==> config.mk <==
export PLATFORM = sky130hd
export DESIGN_NAME = decode_top
export DESIGN_NICKNAME = d
export VERILOG_FILES = /design/src/logic/rv_isa_pkg.sv /design/src/logic/pipe_pkg.sv /design/src/logic/decode_top.sv /design/src/logic/id_ex_stage.sv /design/src/logic/branch_resolve.sv /design/src/logic/ctrl_decode.sv
export SDC_FILE = /design/constraint.sdc
export NUM_CORES = 1
export LEC_CHECK = 0
export BUFFER_PORTS_ARGS = -buffer_cell sky130_fd_sc_hd__buf_4
export CAP_MARGIN = 10
export CELL_PAD_IN_SITES_DETAIL_PLACEMENT = 0
export CELL_PAD_IN_SITES_GLOBAL_PLACEMENT = 1
export CORE_MARGIN = 2
export CORE_UTILIZATION = 30
export CTS_BUF_LIST = sky130_fd_sc_hd__clkbuf_2 sky130_fd_sc_hd__clkbuf_4 sky130_fd_sc_hd__clkbuf_8
export DETAILED_ROUTE_END_ITERATION = 12
export PLACE_DENSITY_LB_ADDON = 0.1
export SYNTH_ARGS = -nofsm -noshare
export SYNTH_HDL_FRONTEND = slang
export SYNTH_HIERARCHICAL = 1
export SYNTH_SLANG_ARGS = --single-unit
==> constraint.sdc <==
create_clock -name bus -period 12.35 [get_ports bus]
set_clock_uncertainty 0.15 [all_clocks]
set_input_delay 1.8525 -clock bus [delete_from_list [all_inputs] [get_ports bus]]
set_output_delay 1.8525 -clock bus [all_outputs]
set_load 0.01 [all_outputs]
==> src/logic/rv_isa_pkg.sv <==
`default_nettype none

package rv_isa_pkg;

  typedef logic [31:0] instr_t;
  typedef logic [31:0] xlen_t;
  typedef logic [15:0] pc_t;
  typedef logic [4:0]  reg_idx_t;
  typedef logic [2:0]  funct3_t;

  // RV32I major opcodes handled in decode
  typedef enum logic [6:0] {
    OPC_LUI    = 7'b0110111,
    OPC_AUIPC  = 7'b0010111,
    OPC_JAL    = 7'b1101111,
    OPC_JALR   = 7'b1100111,
    OPC_BRANCH = 7'b1100011,
    OPC_LOAD   = 7'b0000011,
    OPC_STORE  = 7'b0100011,
    OPC_IMM    = 7'b0010011,
    OPC_REG    = 7'b0110011
  } opcode_t;

  ////////////////////
  // funct3 encodings
  ////////////////////
  // Branch conditions
  localparam funct3_t F3_BEQ  = 3'b000;
  localparam funct3_t F3_BNE  = 3'b001;
  localparam funct3_t F3_BLT  = 3'b100;
  localparam funct3_t F3_BGE  = 3'b101;
  localparam funct3_t F3_BLTU = 3'b110;
  localparam funct3_t F3_BGEU = 3'b111;

  // OP and OP-IMM
  localparam funct3_t F3_ADD  = 3'b000;
  localparam funct3_t F3_SLL  = 3'b001;
  localparam funct3_t F3_SLT  = 3'b010;
  localparam funct3_t F3_SLTU = 3'b011;
  localparam funct3_t F3_XOR  = 3'b100;
  localparam funct3_t F3_SR   = 3'b101;
  localparam funct3_t F3_OR   = 3'b110;

  typedef enum logic [3:0] {
    ALU_ADD,
    ALU_SUB,
    ALU_SLL,
    ALU_SLT,
    ALU_SLTU,
    ALU_XOR,
    ALU_SRL,
    ALU_SRA,
    ALU_OR,
    ALU_AND,
    ALU_PASS_B
  } alu_op_t;

  // Decoded control, 19 bits
  typedef struct packed {
    alu_op_t      alu_op;
    logic         alu_src_imm;
    logic         mem_read;
    logic         mem_write;
    logic         reg_write;
    logic [2:0]   mem_size;
    logic         branch;
    logic         jal;
    logic         jalr;
    logic         auipc;
    logic         lui;
    funct3_t      funct3;
  } ctrl_t;

endpackage

`default_nettype wire
==> src/logic/pipe_pkg.sv <==
`default_nettype none

package pipe_pkg;

  import rv_isa_pkg::*;

  // Entries in the execute input queue
  localparam int ID_EX_CREDITS = 2;
  localparam int CREDIT_W      = $clog2(ID_EX_CREDITS + 1);

  typedef logic [CREDIT_W-1:0] credit_t;

  // Result of a later stage that decode may forward from
  typedef struct packed {
    logic     valid;
    reg_idx_t rd;
    xlen_t    data;
  } fwd_src_t;

  // ID/EX pipeline record
  typedef struct packed {
    ctrl_t    ctrl;
    reg_idx_t rs1;
    reg_idx_t rs2;
    reg_idx_t rd;
    xlen_t    rs1_data;
    xlen_t    rs2_data;
    xlen_t    imm;
    pc_t      pc;
  } id_ex_t;

endpackage

`default_nettype wire

==> src/logic/decode_top.sv <==
`timescale 1ns/1ns
`default_nettype none

module decode_top import rv_isa_pkg::*, pipe_pkg::*; (
  input  logic     bus,
  input  logic     arst_n,
  // Fetch and register file
  input  logic     ins_valid,
  input  instr_t   ins,
  input  pc_t      pc,
  output reg_idx_t rs1_addr,
  output reg_idx_t rs2_addr,
  input  xlen_t    rs1_data,
  input  xlen_t    rs2_data,
  // Forwarding sources and execute
  input  fwd_src_t ex_mem,
  input  fwd_src_t wb,
  input  logic     credit_return,
  output logic     stall,
  output logic     branch_taken,
  output pc_t      branch_target,
  output logic     id_ex_valid,
  output id_ex_t   id_ex
);

  ctrl_t    ctrl;
  xlen_t    imm;
  reg_idx_t rd;
  logic     illegal;
  logic     dec_valid;
  logic     taken;
  logic     dep_rs1;
  logic     dep_rs2;

  // Unsupported words pass as bubbles
  assign dec_valid = ins_valid && !illegal;

  ctrl_decode u_ctrl (
    .ins     (ins),
    .ctrl    (ctrl),
    .imm     (imm),
    .rs1     (rs1_addr),
    .rs2     (rs2_addr),
    .rd      (rd),
    .illegal (illegal)
  );

  branch_resolve u_branch (
    .ctrl     (ctrl),
    .imm      (imm),
    .pc       (pc),
    .rs1      (rs1_addr),
    .rs2      (rs2_addr),
    .rs1_data (rs1_data),
    .rs2_data (rs2_data),
    .ex_mem   (ex_mem),
    .wb       (wb),
    .taken    (taken),
    .target   (branch_target),
    .dep_rs1  (dep_rs1),
    .dep_rs2  (dep_rs2)
  );

  id_ex_stage u_stage (
    .bus           (bus),
    .arst_n        (arst_n),
    .ins_valid     (dec_valid),
    .ctrl          (ctrl),
    .imm           (imm),
    .pc            (pc),
    .rs1           (rs1_addr),
    .rs2           (rs2_addr),
    .rd            (rd),
    .rs1_data      (rs1_data),
    .rs2_data      (rs2_data),
    .taken         (taken),
    .dep_rs1       (dep_rs1),
    .dep_rs2       (dep_rs2),
    .credit_return (credit_return),
    .stall         (stall),
    .branch_taken  (branch_taken),
    .id_ex_valid   (id_ex_valid),
    .id_ex         (id_ex)
  );

endmodule

`default_nettype wire

==> src/logic/id_ex_stage.sv <==
`timescale 1ns/1ns
`default_nettype none

module id_ex_stage import rv_isa_pkg::*, pipe_pkg::*; (
  input  logic     bus,
  input  logic     arst_n,
  input  logic     ins_valid,
  input  ctrl_t    ctrl,
  input  xlen_t    imm,
  input  pc_t      pc,
  input  reg_idx_t rs1,
  input  reg_idx_t rs2,
  input  reg_idx_t rd,
  input  xlen_t    rs1_data,
  input  xlen_t    rs2_data,
  input  logic     taken,
  input  logic     dep_rs1,
  input  logic     dep_rs2,
  input  logic     credit_return,
  output logic     stall,
  output logic     branch_taken,
  output logic     id_ex_valid,
  output id_ex_t   id_ex
);

  credit_t credits;
  logic    flush_q;
  logic    use_rs1;
  logic    use_rs2;
  logic    load_use;
  logic    br_hazard;
  logic    accept;
  logic    issue;

  ////////////////////
  // Hazards
  ////////////////////
  // Operands execute will read
  assign use_rs1 = (ctrl.reg_write && !ctrl.lui && !ctrl.auipc && !ctrl.jal)
                   || ctrl.mem_write || ctrl.branch;
  assign use_rs2 = (ctrl.reg_write && !ctrl.alu_src_imm && !ctrl.jal)
                   || ctrl.mem_write || ctrl.branch;

  // Load data not back in time for the next instruction
  assign load_use = id_ex_valid && id_ex.ctrl.mem_read && id_ex.rd != '0
                    && ((use_rs1 && id_ex.rd == rs1) || (use_rs2 && id_ex.rd == rs2));

  // Decode compares before the previous result reaches a forwarding source
  assign br_hazard = id_ex_valid && id_ex.ctrl.reg_write && id_ex.rd != '0
                     && ((dep_rs1 && id_ex.rd == rs1) || (dep_rs2 && id_ex.rd == rs2));

  assign stall        = ins_valid && (load_use || br_hazard || credits == '0);
  assign accept       = ins_valid && !stall;
  assign issue        = accept && !flush_q;
  assign branch_taken = issue && taken;

  ////////////////////
  // Credits and flush
  ////////////////////
  always_ff @(posedge bus or negedge arst_n) begin
    if (!arst_n) begin
      credits <= credit_t'(ID_EX_CREDITS);
    end else begin
      case ({issue, credit_return})
        2'b10:   credits <= credits - 1'b1;
        2'b01:   credits <= credits + 1'b1;
        default: credits <= credits;
      endcase
    end
  end

  always_ff @(posedge bus or negedge arst_n) begin
    if (!arst_n) begin
      id_ex_valid <= 1'b0;
      flush_q     <= 1'b0;
    end else begin
      id_ex_valid <= issue;
      // Next accepted word is the wrong-path fetch
      if (accept) begin
        flush_q <= branch_taken;
      end
    end
  end

  // ID/EX record
  always_ff @(posedge bus) begin
    if (issue) begin
      id_ex.ctrl     <= ctrl;
      id_ex.rs1      <= rs1;
      id_ex.rs2      <= rs2;
      id_ex.rd       <= rd;
      id_ex.rs1_data <= rs1_data;
      id_ex.rs2_data <= rs2_data;
      id_ex.imm      <= imm;
      id_ex.pc       <= pc;
    end
  end

  // Execute never returns more credits than it has queue entries
  a_credit_max: assert property (@(posedge bus) disable iff (!arst_n)
    credits <= credit_t'(ID_EX_CREDITS))
    else $error("credit counter above %0d", ID_EX_CREDITS);

  a_no_credit_issue: assert property (@(posedge bus) disable iff (!arst_n)
    credits == '0 |=> !id_ex_valid)
    else $error("record issued with no credit left");

endmodule

`default_nettype wire

==> src/logic/branch_resolve.sv <==
`timescale 1ns/1ns
`default_nettype none

module branch_resolve import rv_isa_pkg::*, pipe_pkg::*; (
  input  ctrl_t    ctrl,
  input  xlen_t    imm,
  input  pc_t      pc,
  input  reg_idx_t rs1,
  input  reg_idx_t rs2,
  input  xlen_t    rs1_data,
  input  xlen_t    rs2_data,
  input  fwd_src_t ex_mem,
  input  fwd_src_t wb,
  output logic     taken,
  output pc_t      target,
  output logic     dep_rs1,
  output logic     dep_rs2
);

  xlen_t op1;
  xlen_t op2;
  xlen_t jalr_sum;
  logic  cond;

  // Youngest producer wins, x0 never forwards
  function automatic xlen_t fwd_pick(reg_idx_t rs, xlen_t reg_data,
                                     fwd_src_t near_src, fwd_src_t far_src);
    xlen_t val;
    val = reg_data;
    if (rs != '0 && far_src.valid && far_src.rd == rs) begin
      val = far_src.data;
    end
    if (rs != '0 && near_src.valid && near_src.rd == rs) begin
      val = near_src.data;
    end
    return val;
  endfunction

  assign op1 = fwd_pick(rs1, rs1_data, ex_mem, wb);
  assign op2 = fwd_pick(rs2, rs2_data, ex_mem, wb);

  ////////////////////
  // Outcome
  ////////////////////
  always_comb begin
    case (ctrl.funct3)
      F3_BEQ:  cond = (op1 == op2);
      F3_BNE:  cond = (op1 != op2);
      F3_BLT:  cond = ($signed(op1) < $signed(op2));
      F3_BGE:  cond = ($signed(op1) >= $signed(op2));
      F3_BLTU: cond = (op1 < op2);
      F3_BGEU: cond = (op1 >= op2);
      default: cond = 1'b0;
    endcase
  end

  // Jumps always redirect
  assign taken = (ctrl.branch && cond) || ctrl.jal || ctrl.jalr;

  // JALR target drops bit 0, then fits the fetch address width
  assign jalr_sum = op1 + imm;
  assign target   = ctrl.jalr ? pc_t'(jalr_sum & ~xlen_t'(1)) : pc + pc_t'(imm);

  // Operands read here in decode
  assign dep_rs1 = ctrl.branch || ctrl.jalr;
  assign dep_rs2 = ctrl.branch;

endmodule

`default_nettype wire

==> src/logic/ctrl_decode.sv <==
`timescale 1ns/1ns
`default_nettype none

module ctrl_decode import rv_isa_pkg::*; (
  input  instr_t   ins,
  output ctrl_t    ctrl,
  output xlen_t    imm,
  output reg_idx_t rs1,
  output reg_idx_t rs2,
  output reg_idx_t rd,
  output logic     illegal
);

  opcode_t opcode;
  funct3_t funct3;
  logic    funct7_b5;
  xlen_t   imm_i;
  xlen_t   imm_s;
  xlen_t   imm_b;
  xlen_t   imm_u;
  xlen_t   imm_j;

  // SUB only exists in OP, SRAI shares the funct7 bit with SRA
  function automatic alu_op_t alu_sel(funct3_t f3, logic alt, logic reg_op);
    alu_op_t op;
    case (f3)
      F3_ADD:  op = (alt && reg_op) ? ALU_SUB : ALU_ADD;
      F3_SLL:  op = ALU_SLL;
      F3_SLT:  op = ALU_SLT;
      F3_SLTU: op = ALU_SLTU;
      F3_XOR:  op = ALU_XOR;
      F3_SR:   op = alt ? ALU_SRA : ALU_SRL;
      F3_OR:   op = ALU_OR;
      default: op = ALU_AND;
    endcase
    return op;
  endfunction

  assign opcode    = opcode_t'(ins[6:0]);
  assign funct3    = ins[14:12];
  assign funct7_b5 = ins[30];
  assign rd        = ins[11:7];
  assign rs1       = ins[19:15];
  assign rs2       = ins[24:20];

  ////////////////////
  // Immediates
  ////////////////////
  assign imm_i = {{20{ins[31]}}, ins[31:20]};
  assign imm_s = {{20{ins[31]}}, ins[31:25], ins[11:7]};
  assign imm_b = {{19{ins[31]}}, ins[31], ins[7], ins[30:25], ins[11:8], 1'b0};
  assign imm_u = {ins[31:12], 12'b0};
  assign imm_j = {{11{ins[31]}}, ins[31], ins[19:12], ins[20], ins[30:21], 1'b0};

  always_comb begin
    ctrl        = '0;
    ctrl.funct3 = funct3;
    imm         = '0;
    illegal     = 1'b0;
    case (opcode)
      OPC_LUI: begin
        ctrl.alu_op      = ALU_PASS_B;
        ctrl.alu_src_imm = 1'b1;
        ctrl.reg_write   = 1'b1;
        ctrl.lui         = 1'b1;
        imm              = imm_u;
      end
      OPC_AUIPC: begin
        ctrl.alu_src_imm = 1'b1;
        ctrl.reg_write   = 1'b1;
        ctrl.auipc       = 1'b1;
        imm              = imm_u;
      end
      OPC_JAL: begin
        ctrl.reg_write = 1'b1;
        ctrl.jal       = 1'b1;
        imm            = imm_j;
      end
      OPC_JALR: begin
        ctrl.alu_src_imm = 1'b1;
        ctrl.reg_write   = 1'b1;
        ctrl.jalr        = 1'b1;
        imm              = imm_i;
      end
      OPC_BRANCH: begin
        ctrl.alu_op = ALU_SUB;
        ctrl.branch = 1'b1;
        imm         = imm_b;
      end
      OPC_LOAD: begin
        ctrl.alu_src_imm = 1'b1;
        ctrl.mem_read    = 1'b1;
        ctrl.reg_write   = 1'b1;
        ctrl.mem_size    = funct3;
        imm              = imm_i;
      end
      OPC_STORE: begin
        ctrl.alu_src_imm = 1'b1;
        ctrl.mem_write   = 1'b1;
        ctrl.mem_size    = funct3;
        imm              = imm_s;
      end
      OPC_IMM: begin
        ctrl.alu_op      = alu_sel(funct3, funct7_b5, 1'b0);
        ctrl.alu_src_imm = 1'b1;
        ctrl.reg_write   = 1'b1;
        imm              = imm_i;
      end
      OPC_REG: begin
        ctrl.alu_op    = alu_sel(funct3, funct7_b5, 1'b1);
        ctrl.reg_write = 1'b1;
      end
      // Also catches the all-zero bubble word
      default: begin
        ctrl    = '0;
        illegal = 1'b1;
      end
    endcase
  end

  // A memory access is either a load or a store
  always_comb begin
    a_mem_excl: assert (!(ctrl.mem_read && ctrl.mem_write))
      else $error("load and store decoded together");
  end

endmodule

`default_nettype wire

==> flow_summary_export.csv, run 1 <==
group,metric,value,unit
pwr,power.leakage,5.44,nW
logic_synthesis,ys_types,77,
drt,drc,0,
logic_synthesis,syn_avg_cell_area,10.9,um2
clock_tree,cts_tree,"built",
worst_setup_path,startpoint,"ins[21]",
worst_setup_path,crit_fanout,32,
worst_setup_path,crit_path_top_delay_cell,"or4_1",
final_layout,ff_latch_area,4490,um2
drt,ant_nets,0,
place,port_buffers,366,
drt,dr.pass1.iters,4,
clock_tree,cts_root_buffer,"clkbuf_8",
pwr,p_sw_share,27.3,%
final_layout,fillers,3097,
global_routing,grt_pass1_vias,8129,
global_routing,grt_start_max_net_pins,75,
job,max_cap_viol_count,0,
logic_synthesis,synth_cells,872,
sta,worstMarginPinSlew,1.12,ns
worst_setup_path,max_stage_delay,0.52,ns
logic_synthesis,synth-edff-count,146,
floorplan,pin_count,367,
sta,slew_viol_final,0,
worst_hold_path,hp-class,"reg2reg",
worst_setup_path,required,10.35,ns
clock_tree,clock_sinks,150,
worst_setup_path,crit_path_start_kind,"input pin",
worst_setup_path,rrSetupSlack,9.02,ns
clock_tree,post_cts_resized,0,
floorplan,die_h,182,um
floorplan,initial_core_util,30.3,%
pwr,p_total,1.23,mW
logic_synthesis,ys.flop_type,"edfxtp_1",
final_layout,layout.nets,1473,
pwr,power.density,94.7,nW/um2
pwr,clkPwrFrac,33.8,%
clock_tree,cts_setup_buffers,0,
clock_tree,worstSkewPairLatency,0.47,ns
sta,setup_viol,0,
sta,finalHoldViolCount,0,
final_layout,multi_input_area,4650,um2
drt,wl_per_cell,19.8,um
clock_tree,cts_buffer_depth,2,
place,gp_congestion,0.825,
run_status,status,"finished, final reports clean",
logic_synthesis,ys_ff_latch,150,
pwr,p_int,0.892,mW
drt,vias,7966,
pwr,combPwrFrac,19.2,%
drt,routed_wl,32.3,mm
global_routing,grt_util_all_layers,19.3,%
floorplan,rows,65,
worst_hold_path,hp-start,"u_stage/credits[1]$_DFFE_PN1P_",
pwr,vdd_drop_max,51.0,uV
sta,post-route-min-period,8.17,ns
clock_tree,cts_made_buffers,17,
worst_setup_path,cpMostUsedCell,"buf_4",
sta,setup_tns,0,ns
floorplan,dieArea,33000,um2
clock_tree,cts_hold_buffers,0,
final_layout,area_growth,36.8,%
pwr,netSwitchingPower,0.335,mW
pwr,p_seq_share,47.0,%
worst_setup_path,end_kind,"output port",
drt,via_per_inst,4.88,
logic_synthesis,synthArstFlopShare,2.67,%
global_routing,grt_pass1_wl,48.2,mm
logic_synthesis,synth.cell_area,9480,um2
final_layout,drive_gt1_share,35.5,%
final_layout,final_common_cell,"buf_4",
sta,fmax,122,MHz
final_layout,diodes,0,
sta,period_share,66.1,%
logic_synthesis,ys_seq_area_share,47.3,%
sta,max-slew-margin-rel,24.8,%
global_routing,grt_remaining_overflow,0,
worst_setup_path,path_class,"in2out",
clock_tree,cts_max_level,4,
worst_setup_path,reg2reg_from,"u_stage/id_ex[116]$_DFFE_PP_",
clock_tree,clkSlewWorstSetupHoldPaths,0.08,ns
drt,drt_iter0_markers,395,
worst_setup_path,crit_arrival,6.17,ns
global_routing,antenna_found_initial,0,
logic_synthesis,yosysWarningCount,6,
worst_setup_path,path_cells,"buf_4, or4_1, nor2_1, nor4_2, buf_4, mux2i_1, nor2_1, a21oi_1, ha_1, nand4_1, nor3_1, o21ai_0, o211a_1, o2111ai_1, a21boi_0, o311ai_1, a311o_1, and2_1, buf_4",
place,dp_hpwl,25.4,mm
logic_synthesis,syn_nets,1128,
floorplan,core,31300,um2
sta,holdWs,0.387,ns
floorplan,dieWidth,182,um
final_layout,mostFrequentLayoutCells,"buf_4, edfxtp_1, nor2_1, a21oi_1, mux2i_1",
sta,rsz0062_at_grt,"no",
-- registers in the layout, indices dropped and copies added (netlist names) --
name	cells
u_stage/credits	2
u_stage/id_ex	146
u_stage/flush_q	1
u_stage/id_ex_valid	1
-- power groups by stage --
stage | clock, mW | combinational [mW] | sequential (mW)
global placement | 0 | 0.238 | 0.589
detailed placement | 0 | 0.237 | 0.589
floorplan | 0 | 0.122 | 0.593
CTS | 0.427 | 0.239 | 0.577
finish | 0.415 | 0.236 | 0.577
global route | 0.444 | 0.263 | 0.579
-- logic make-up (layout without fill, tap and decap cells) --
logic type | after synthesis | count (layout) | share of synthesized area [%]
flops | 150 | 150 | 47.3
mux | 69 | 69 | 7.40
fa+ha+maj | 64 | 64 | 8.61
xor+xnor | 56 | 56 | 5.17
compound gates | 224 | 224 | 15.0
simple gates | 233 | 233 | 12.6
buf+inv | 76 | 434 | 3.88
-- cell usage after synthesis (3+ instances only) --
cell type | count | share of area [%]
nor3_2 | 3 | 0.32
o22ai_1 | 6 | 0.40
a211oi_1 | 6 | 0.48
o21bai_1 | 6 | 0.48
inv_1 | 28 | 1.1
ha_1 | 62 | 8.2
or4_1 | 3 | 0.24
o31ai_1 | 3 | 0.24
xnor2_1 | 30 | 2.8
nand2b_1 | 6 | 0.40
nor2b_1 | 7 | 0.46
edfxtp_1 | 146 | 46
clkbuf_1 | 24 | 0.95
nor3_1 | 12 | 0.63
nor2_1 | 74 | 2.9
a21oi_1 | 69 | 3.6
a22o_1 | 4 | 0.37
nor4_1 | 7 | 0.46
nor3b_1 | 4 | 0.32
nand4_1 | 13 | 0.86
nand3_1 | 17 | 0.90
or2_2 | 4 | 0.26
o21ai_1 | 44 | 2.3
a211o_1 | 3 | 0.28
o311ai_1 | 3 | 0.28
and2_1 | 7 | 0.46
a21o_1 | 28 | 2.2
o21ai_0 | 16 | 0.84
buf_2 | 6 | 0.32
nand2_1 | 57 | 2.3
mux2i_1 | 66 | 7.0
nand3b_1 | 3 | 0.24
xor2_1 | 26 | 2.4
o21a_1 | 7 | 0.55
dfrtp_1 | 3 | 0.79
buf_4 | 16 | 1.3
-- layer usage --
layer  vias up  GRT usage, %  part of all wire (%)
met3        37          4.23                   5.7
met4         0          6.63                   2.3
met2       254          32.6                    49
li1       3947             -                     -
met1      3728          24.5                    43
met5         -             0                     0
-- area by class of cell --
class	count	area share [%]
Inverter	28	0.811
Clock buffer	20	1.98
Timing Repair Buffer	374	21.7
Tap cell	402	3.88
Clock inverter	12	1.23
Multi-Input combinational cell	646	35.9
Sequential cell	150	34.6
-- critical path: cells and delay by family --
kind / cells / cell delay (ns)
and+or+nand+nor: 7 / 1.67
adders and majority gates: 1 / 0.32
AOI/OAI and AO/OA: 7 / 1.48
buffers and inverters: 3 / 0.58
muxes: 1 / 0.19
-- path summary, 6_finish.rpt --
| check | endpoint | cells past startpoint |
|---|---|---|
| max in group asynchronous | u_stage/credits[1]$_DFFE_PN1P_ | 1 |
| worst max register to register | u_stage/id_ex[94]$_DFFE_PP_ | 5 |
| worst min register to register | u_stage/credits[1]$_DFFE_PN1P_ | 1 |
| worst max-delay path | branch_taken | 19 |
| worst min-delay path | u_stage/credits[1]$_DFFE_PN1P_ | 1 |
| min in group asynchronous | u_stage/credits[0]$_DFFE_PN0P_ | 1 |
-- through the flow --
step | instances | worst slack (ns) | utilization, % | area [um2]
global route | 1632 | 3.94 | 41.4 | 13000
global placement | 1600 | 4.23 | 40.1 | 12600
floorplan | 872 | 1.90 | - | 9480
finish | 1632 | 4.18 | 41.4 | 13000
detailed placement | 1600 | 4.21 | 40.1 | 12600
CTS | 1632 | 4.19 | 41.4 | 13000
(Power assumes the default switching activity.)
==> run 2, diff against run 1 <==
--- a/config.mk
+++ b/config.mk
@@ -5,6 +5,7 @@
 export SDC_FILE = /design/constraint.sdc
 export NUM_CORES = 1
 export LEC_CHECK = 0
+export ABC_AREA = 1
 export BUFFER_PORTS_ARGS = -buffer_cell sky130_fd_sc_hd__buf_4
 export CAP_MARGIN = 10
 export CELL_PAD_IN_SITES_DETAIL_PLACEMENT = 0
==> constraint.sdc (replaced) <==
create_clock -name bus -period 6.9 [get_ports bus]
set_clock_uncertainty 0.15 [all_clocks]
set_input_delay 1.035 -clock bus [delete_from_list [all_inputs] [get_ports bus]]
set_output_delay 1.035 -clock bus [all_outputs]
set_load 0.01 [all_outputs]
==> run 2 against run 1 <==
Flip-flop and latch count stayed put. Cell area is 3.0% higher. Routed wire length is 5.5% higher. Final cell count is 19% higher. Sequential share of layout area is 1.0 points lower. Synthesized cell count is 32% higher. Largest cell class unchanged. Clock-buffer cell count is 3 lower. Utilization is 0.25 points lower. Total power is 77% higher. Non-clock buffer count stayed put. Register-to-register slack worse by 5.1 ns.
==> flow_summary_export.csv, run 2 <==
group,metric,value,unit
run_status,status,"finished, final reports clean",
drt,vias,9094,
logic_synthesis,yosysTopAreaCell,"edfxtp_1",
drt,routed_wl,34.1,mm
logic_synthesis,ys.flop_type,"edfxtp_1",
place,dp_hpwl,27.3,mm
global_routing,globalRouteMet3Util,4.70,%
worst_setup_path,end_kind,"output port",
sta,max-slew-margin-rel,41.1,%
clock_tree,cts_max_level,4,
worst_setup_path,required,5.71,ns
sta,worstMarginPinSlew,0.884,ns
place,dp_cells,1917,
clock_tree,cts_hold_buffers,0,
job,max_cap_viol_count,0,
sta,fmax,165,MHz
clock_tree,cts_setup_buffers,0,
pwr,power.density,163,nW/um2
pwr,vdd_drop_max,90.9,uV
pwr,p_seq_share,47.4,%
drt,ant_nets,0,
logic_synthesis,synth-edff-count,146,
final_layout,layout.nets,1750,
sta,finalHoldViolCount,0,
floorplan,dieWidth,185,um
clock_tree,clkSlewWorstSetupHoldPaths,0.08,ns
final_layout,reg_top3,"u_stage/id_ex (146), u_stage/credits (2)",
logic_synthesis,syn_avg_cell_area,8.58,um2
pwr,p_total,2.18,mW
logic_synthesis,synthArstFlopShare,2.67,%
logic_synthesis,ys_ff_latch,150,
logic_synthesis,ys_seq_area_share,45.6,%
global_routing,grt_pass1_vias,8667,
drt,drc,0,
sta,post-route-min-period,6.07,ns
pwr,netSwitchingPower,0.657,mW
drt,wl_per_cell,17.5,um
sta,setup_viol,0,
global_routing,grt_start_max_net_pins,92,
final_layout,mostFrequentLayoutCells,"buf_4, nand2_1, edfxtp_1, inv_1, a21oi_1",
floorplan,core,32500,um2
final_layout,largest_reg_flops,146,
worst_setup_path,crit_path_start_kind,"input pin",
final_layout,drive_gt1_share,31.7,%
global_routing,grt-busiest-layer,"met2",
global_routing,grt_util_all_layers,19.5,%
final_layout,area_growth,35.8,%
final_layout,final_common_cell,"buf_4",
final_layout,finalNonFillerCells,1950,
pwr,clkPwrFrac,32.4,%
global_routing,grt_pass1_wl,49.7,mm
floorplan,die_h,185,um
clock_tree,post_cts_resized,0,
final_layout,final_core_util,41.2,%
logic_synthesis,synth_top_cells_by_area,"edfxtp_1, nand2_1, ha_1",
drt,dr.pass1.iters,8,
final_layout,fillers,3348,
global_routing,antenna_found_initial,0,
logic_synthesis,yosysMostFrequentCell,"nand2_1",
sta,period_share,88.0,%
clock_tree,cts_made_buffers,17,
logic_synthesis,synth.cell_area,9840,um2
logic_synthesis,synth_commonest_cells,"nand2_1, edfxtp_1, inv_1",
drt,drt_iter0_markers,448,
sta,slew_viol_final,0,
final_layout,top_register,"u_stage/id_ex",
logic_synthesis,syn_nets,1403,
pwr,power.leakage,6.45,nW
sta,rsz0062_at_grt,"no",
floorplan,pin_count,367,
place,port_buffers,366,
clock_tree,cts_tree,"built",
worst_setup_path,crit_fanout,36,
floorplan,rows,66,
logic_synthesis,synth_top_area_share,44.6,%
drt,via_per_inst,4.66,
worst_hold_path,hp-class,"in2async",
pwr,p_int,1.52,mW
worst_setup_path,crit_arrival,4.89,ns
place,gp_congestion,0.846,
logic_synthesis,yosysWarningCount,6,
global_routing,grt_use_met2,33.2,%
clock_tree,cts_root_buffer,"clkbuf_8",
logic_synthesis,synth_cells,1147,
global_routing,gr-usage-met1,24.6,%
clock_tree,cts_buffer_depth,2,
global_routing,grt_remaining_overflow,0,
pwr,combPwrFrac,20.3,%
clock_tree,clock_sinks,150,
floorplan,dieArea,34300,um2
sta,setup_tns,0,ns
floorplan,initial_core_util,30.3,%
logic_synthesis,ys_types,53,
pwr,p_sw_share,30.2,%
clock_tree,worstSkewPairLatency,0.49,ns
worst_setup_path,path_class,"in2out",
run 2: path summary, 6_finish.rpt:
path,start,endpoint,slack (ns),depth (start not counted)
worst max register to register,u_stage/id_ex[113]$_DFFE_PP_,u_stage/id_ex[93]$_DFFE_PP_,3.90,12
max in group asynchronous,arst_n,u_stage/credits[1]$_DFFE_PN1P_,6.22,1
worst min register to register,u_stage/credits[0]$_DFFE_PN0P_,u_stage/credits[0]$_DFFE_PN0P_,0.33,1
worst min-delay path,arst_n,u_stage/flush_q$_DFFE_PN0P_,0.19,1
min in group bus,u_stage/credits[0]$_DFFE_PN0P_,u_stage/credits[0]$_DFFE_PN0P_,0.33,1
worst max-delay path,ins[21],branch_taken,0.83,23
run 2: area by class of cell:
class	count	area [um2]	area share (%)
diodes	1	2.50	0.0187
repair buffers	374	2830	21.2
inverters	134	509	3.81
clock buffers	17	234	1.75
well taps	442	553	4.14
clock inverters	15	156	1.17
flip-flops and latches	150	4490	33.6
multi-input cells	817	4590	34.3
run 2: stage by stage:
stage / area (um2) / setup WS [ns] / hold slack [ns]
after floorplan: 9840 / 0.880 / 0.296
after global placement: 13000 / 0.830 / 0.311
after detailed placement: 13000 / 0.738 / 0.313
after CTS: 13400 / 0.743 / 0.135
after global routing: 13400 / 0.270 / 0.145
final: 13400 / 0.827 / 0.190
run 2: per-layer routing:
metal	vias up	part of all wire [%]
met3	27	5.6
met2	246	49
li1	4632	-
met5	-	0
met1	4189	44
met4	0	1.7
run 2: power groups by stage:
stage	clock [mW]	sequential, mW	combinational [mW]
2_1_floorplan	0	1.06	0.229
3_3_place_gp	0	1.05	0.443
3_5_place_dp	0	1.05	0.444
4_1_cts	0.741	1.03	0.446
5_1_grt	0.768	1.03	0.496
6_report	0.704	1.03	0.441
run 2: logic make-up (layout without fill, tap and decap cells):
group / Yosys count / after routing / synth area share [%]
AO/OA/AOI/OAI: 256 / 256 / 14.8
XOR/XNOR: 15 / 15 / 1.34
adder cells (fa/ha/maj): 64 / 64 / 8.29
buffers and inverters: 180 / 540 / 7.83
flip-flops: 150 / 150 / 45.6
other: 0 / 1 / 0
AND/OR/NAND/NOR: 482 / 482 / 22.1
run 2: worst max-delay path: stages:
cell       delay, ns
buf_4           0.17
inv_1           0.10
nand3_1         0.09
nor3_1          0.07
a2111oi_2       0.27
nand2_2         0.49
buf_12          0.35
nand3_1         0.08
o21ai_0         0.14
ha_1            0.35
nand4_1         0.13
nor3_1          0.29
and3_1          0.30
nand2_1         0.11
nand4_1         0.10
nand3_1         0.09
nor2_1          0.09
nand3_1         0.12
nand2_1         0.10
nand2_1         0.08
nand4_1         0.12
inv_1           0.05
buf_4           0.13
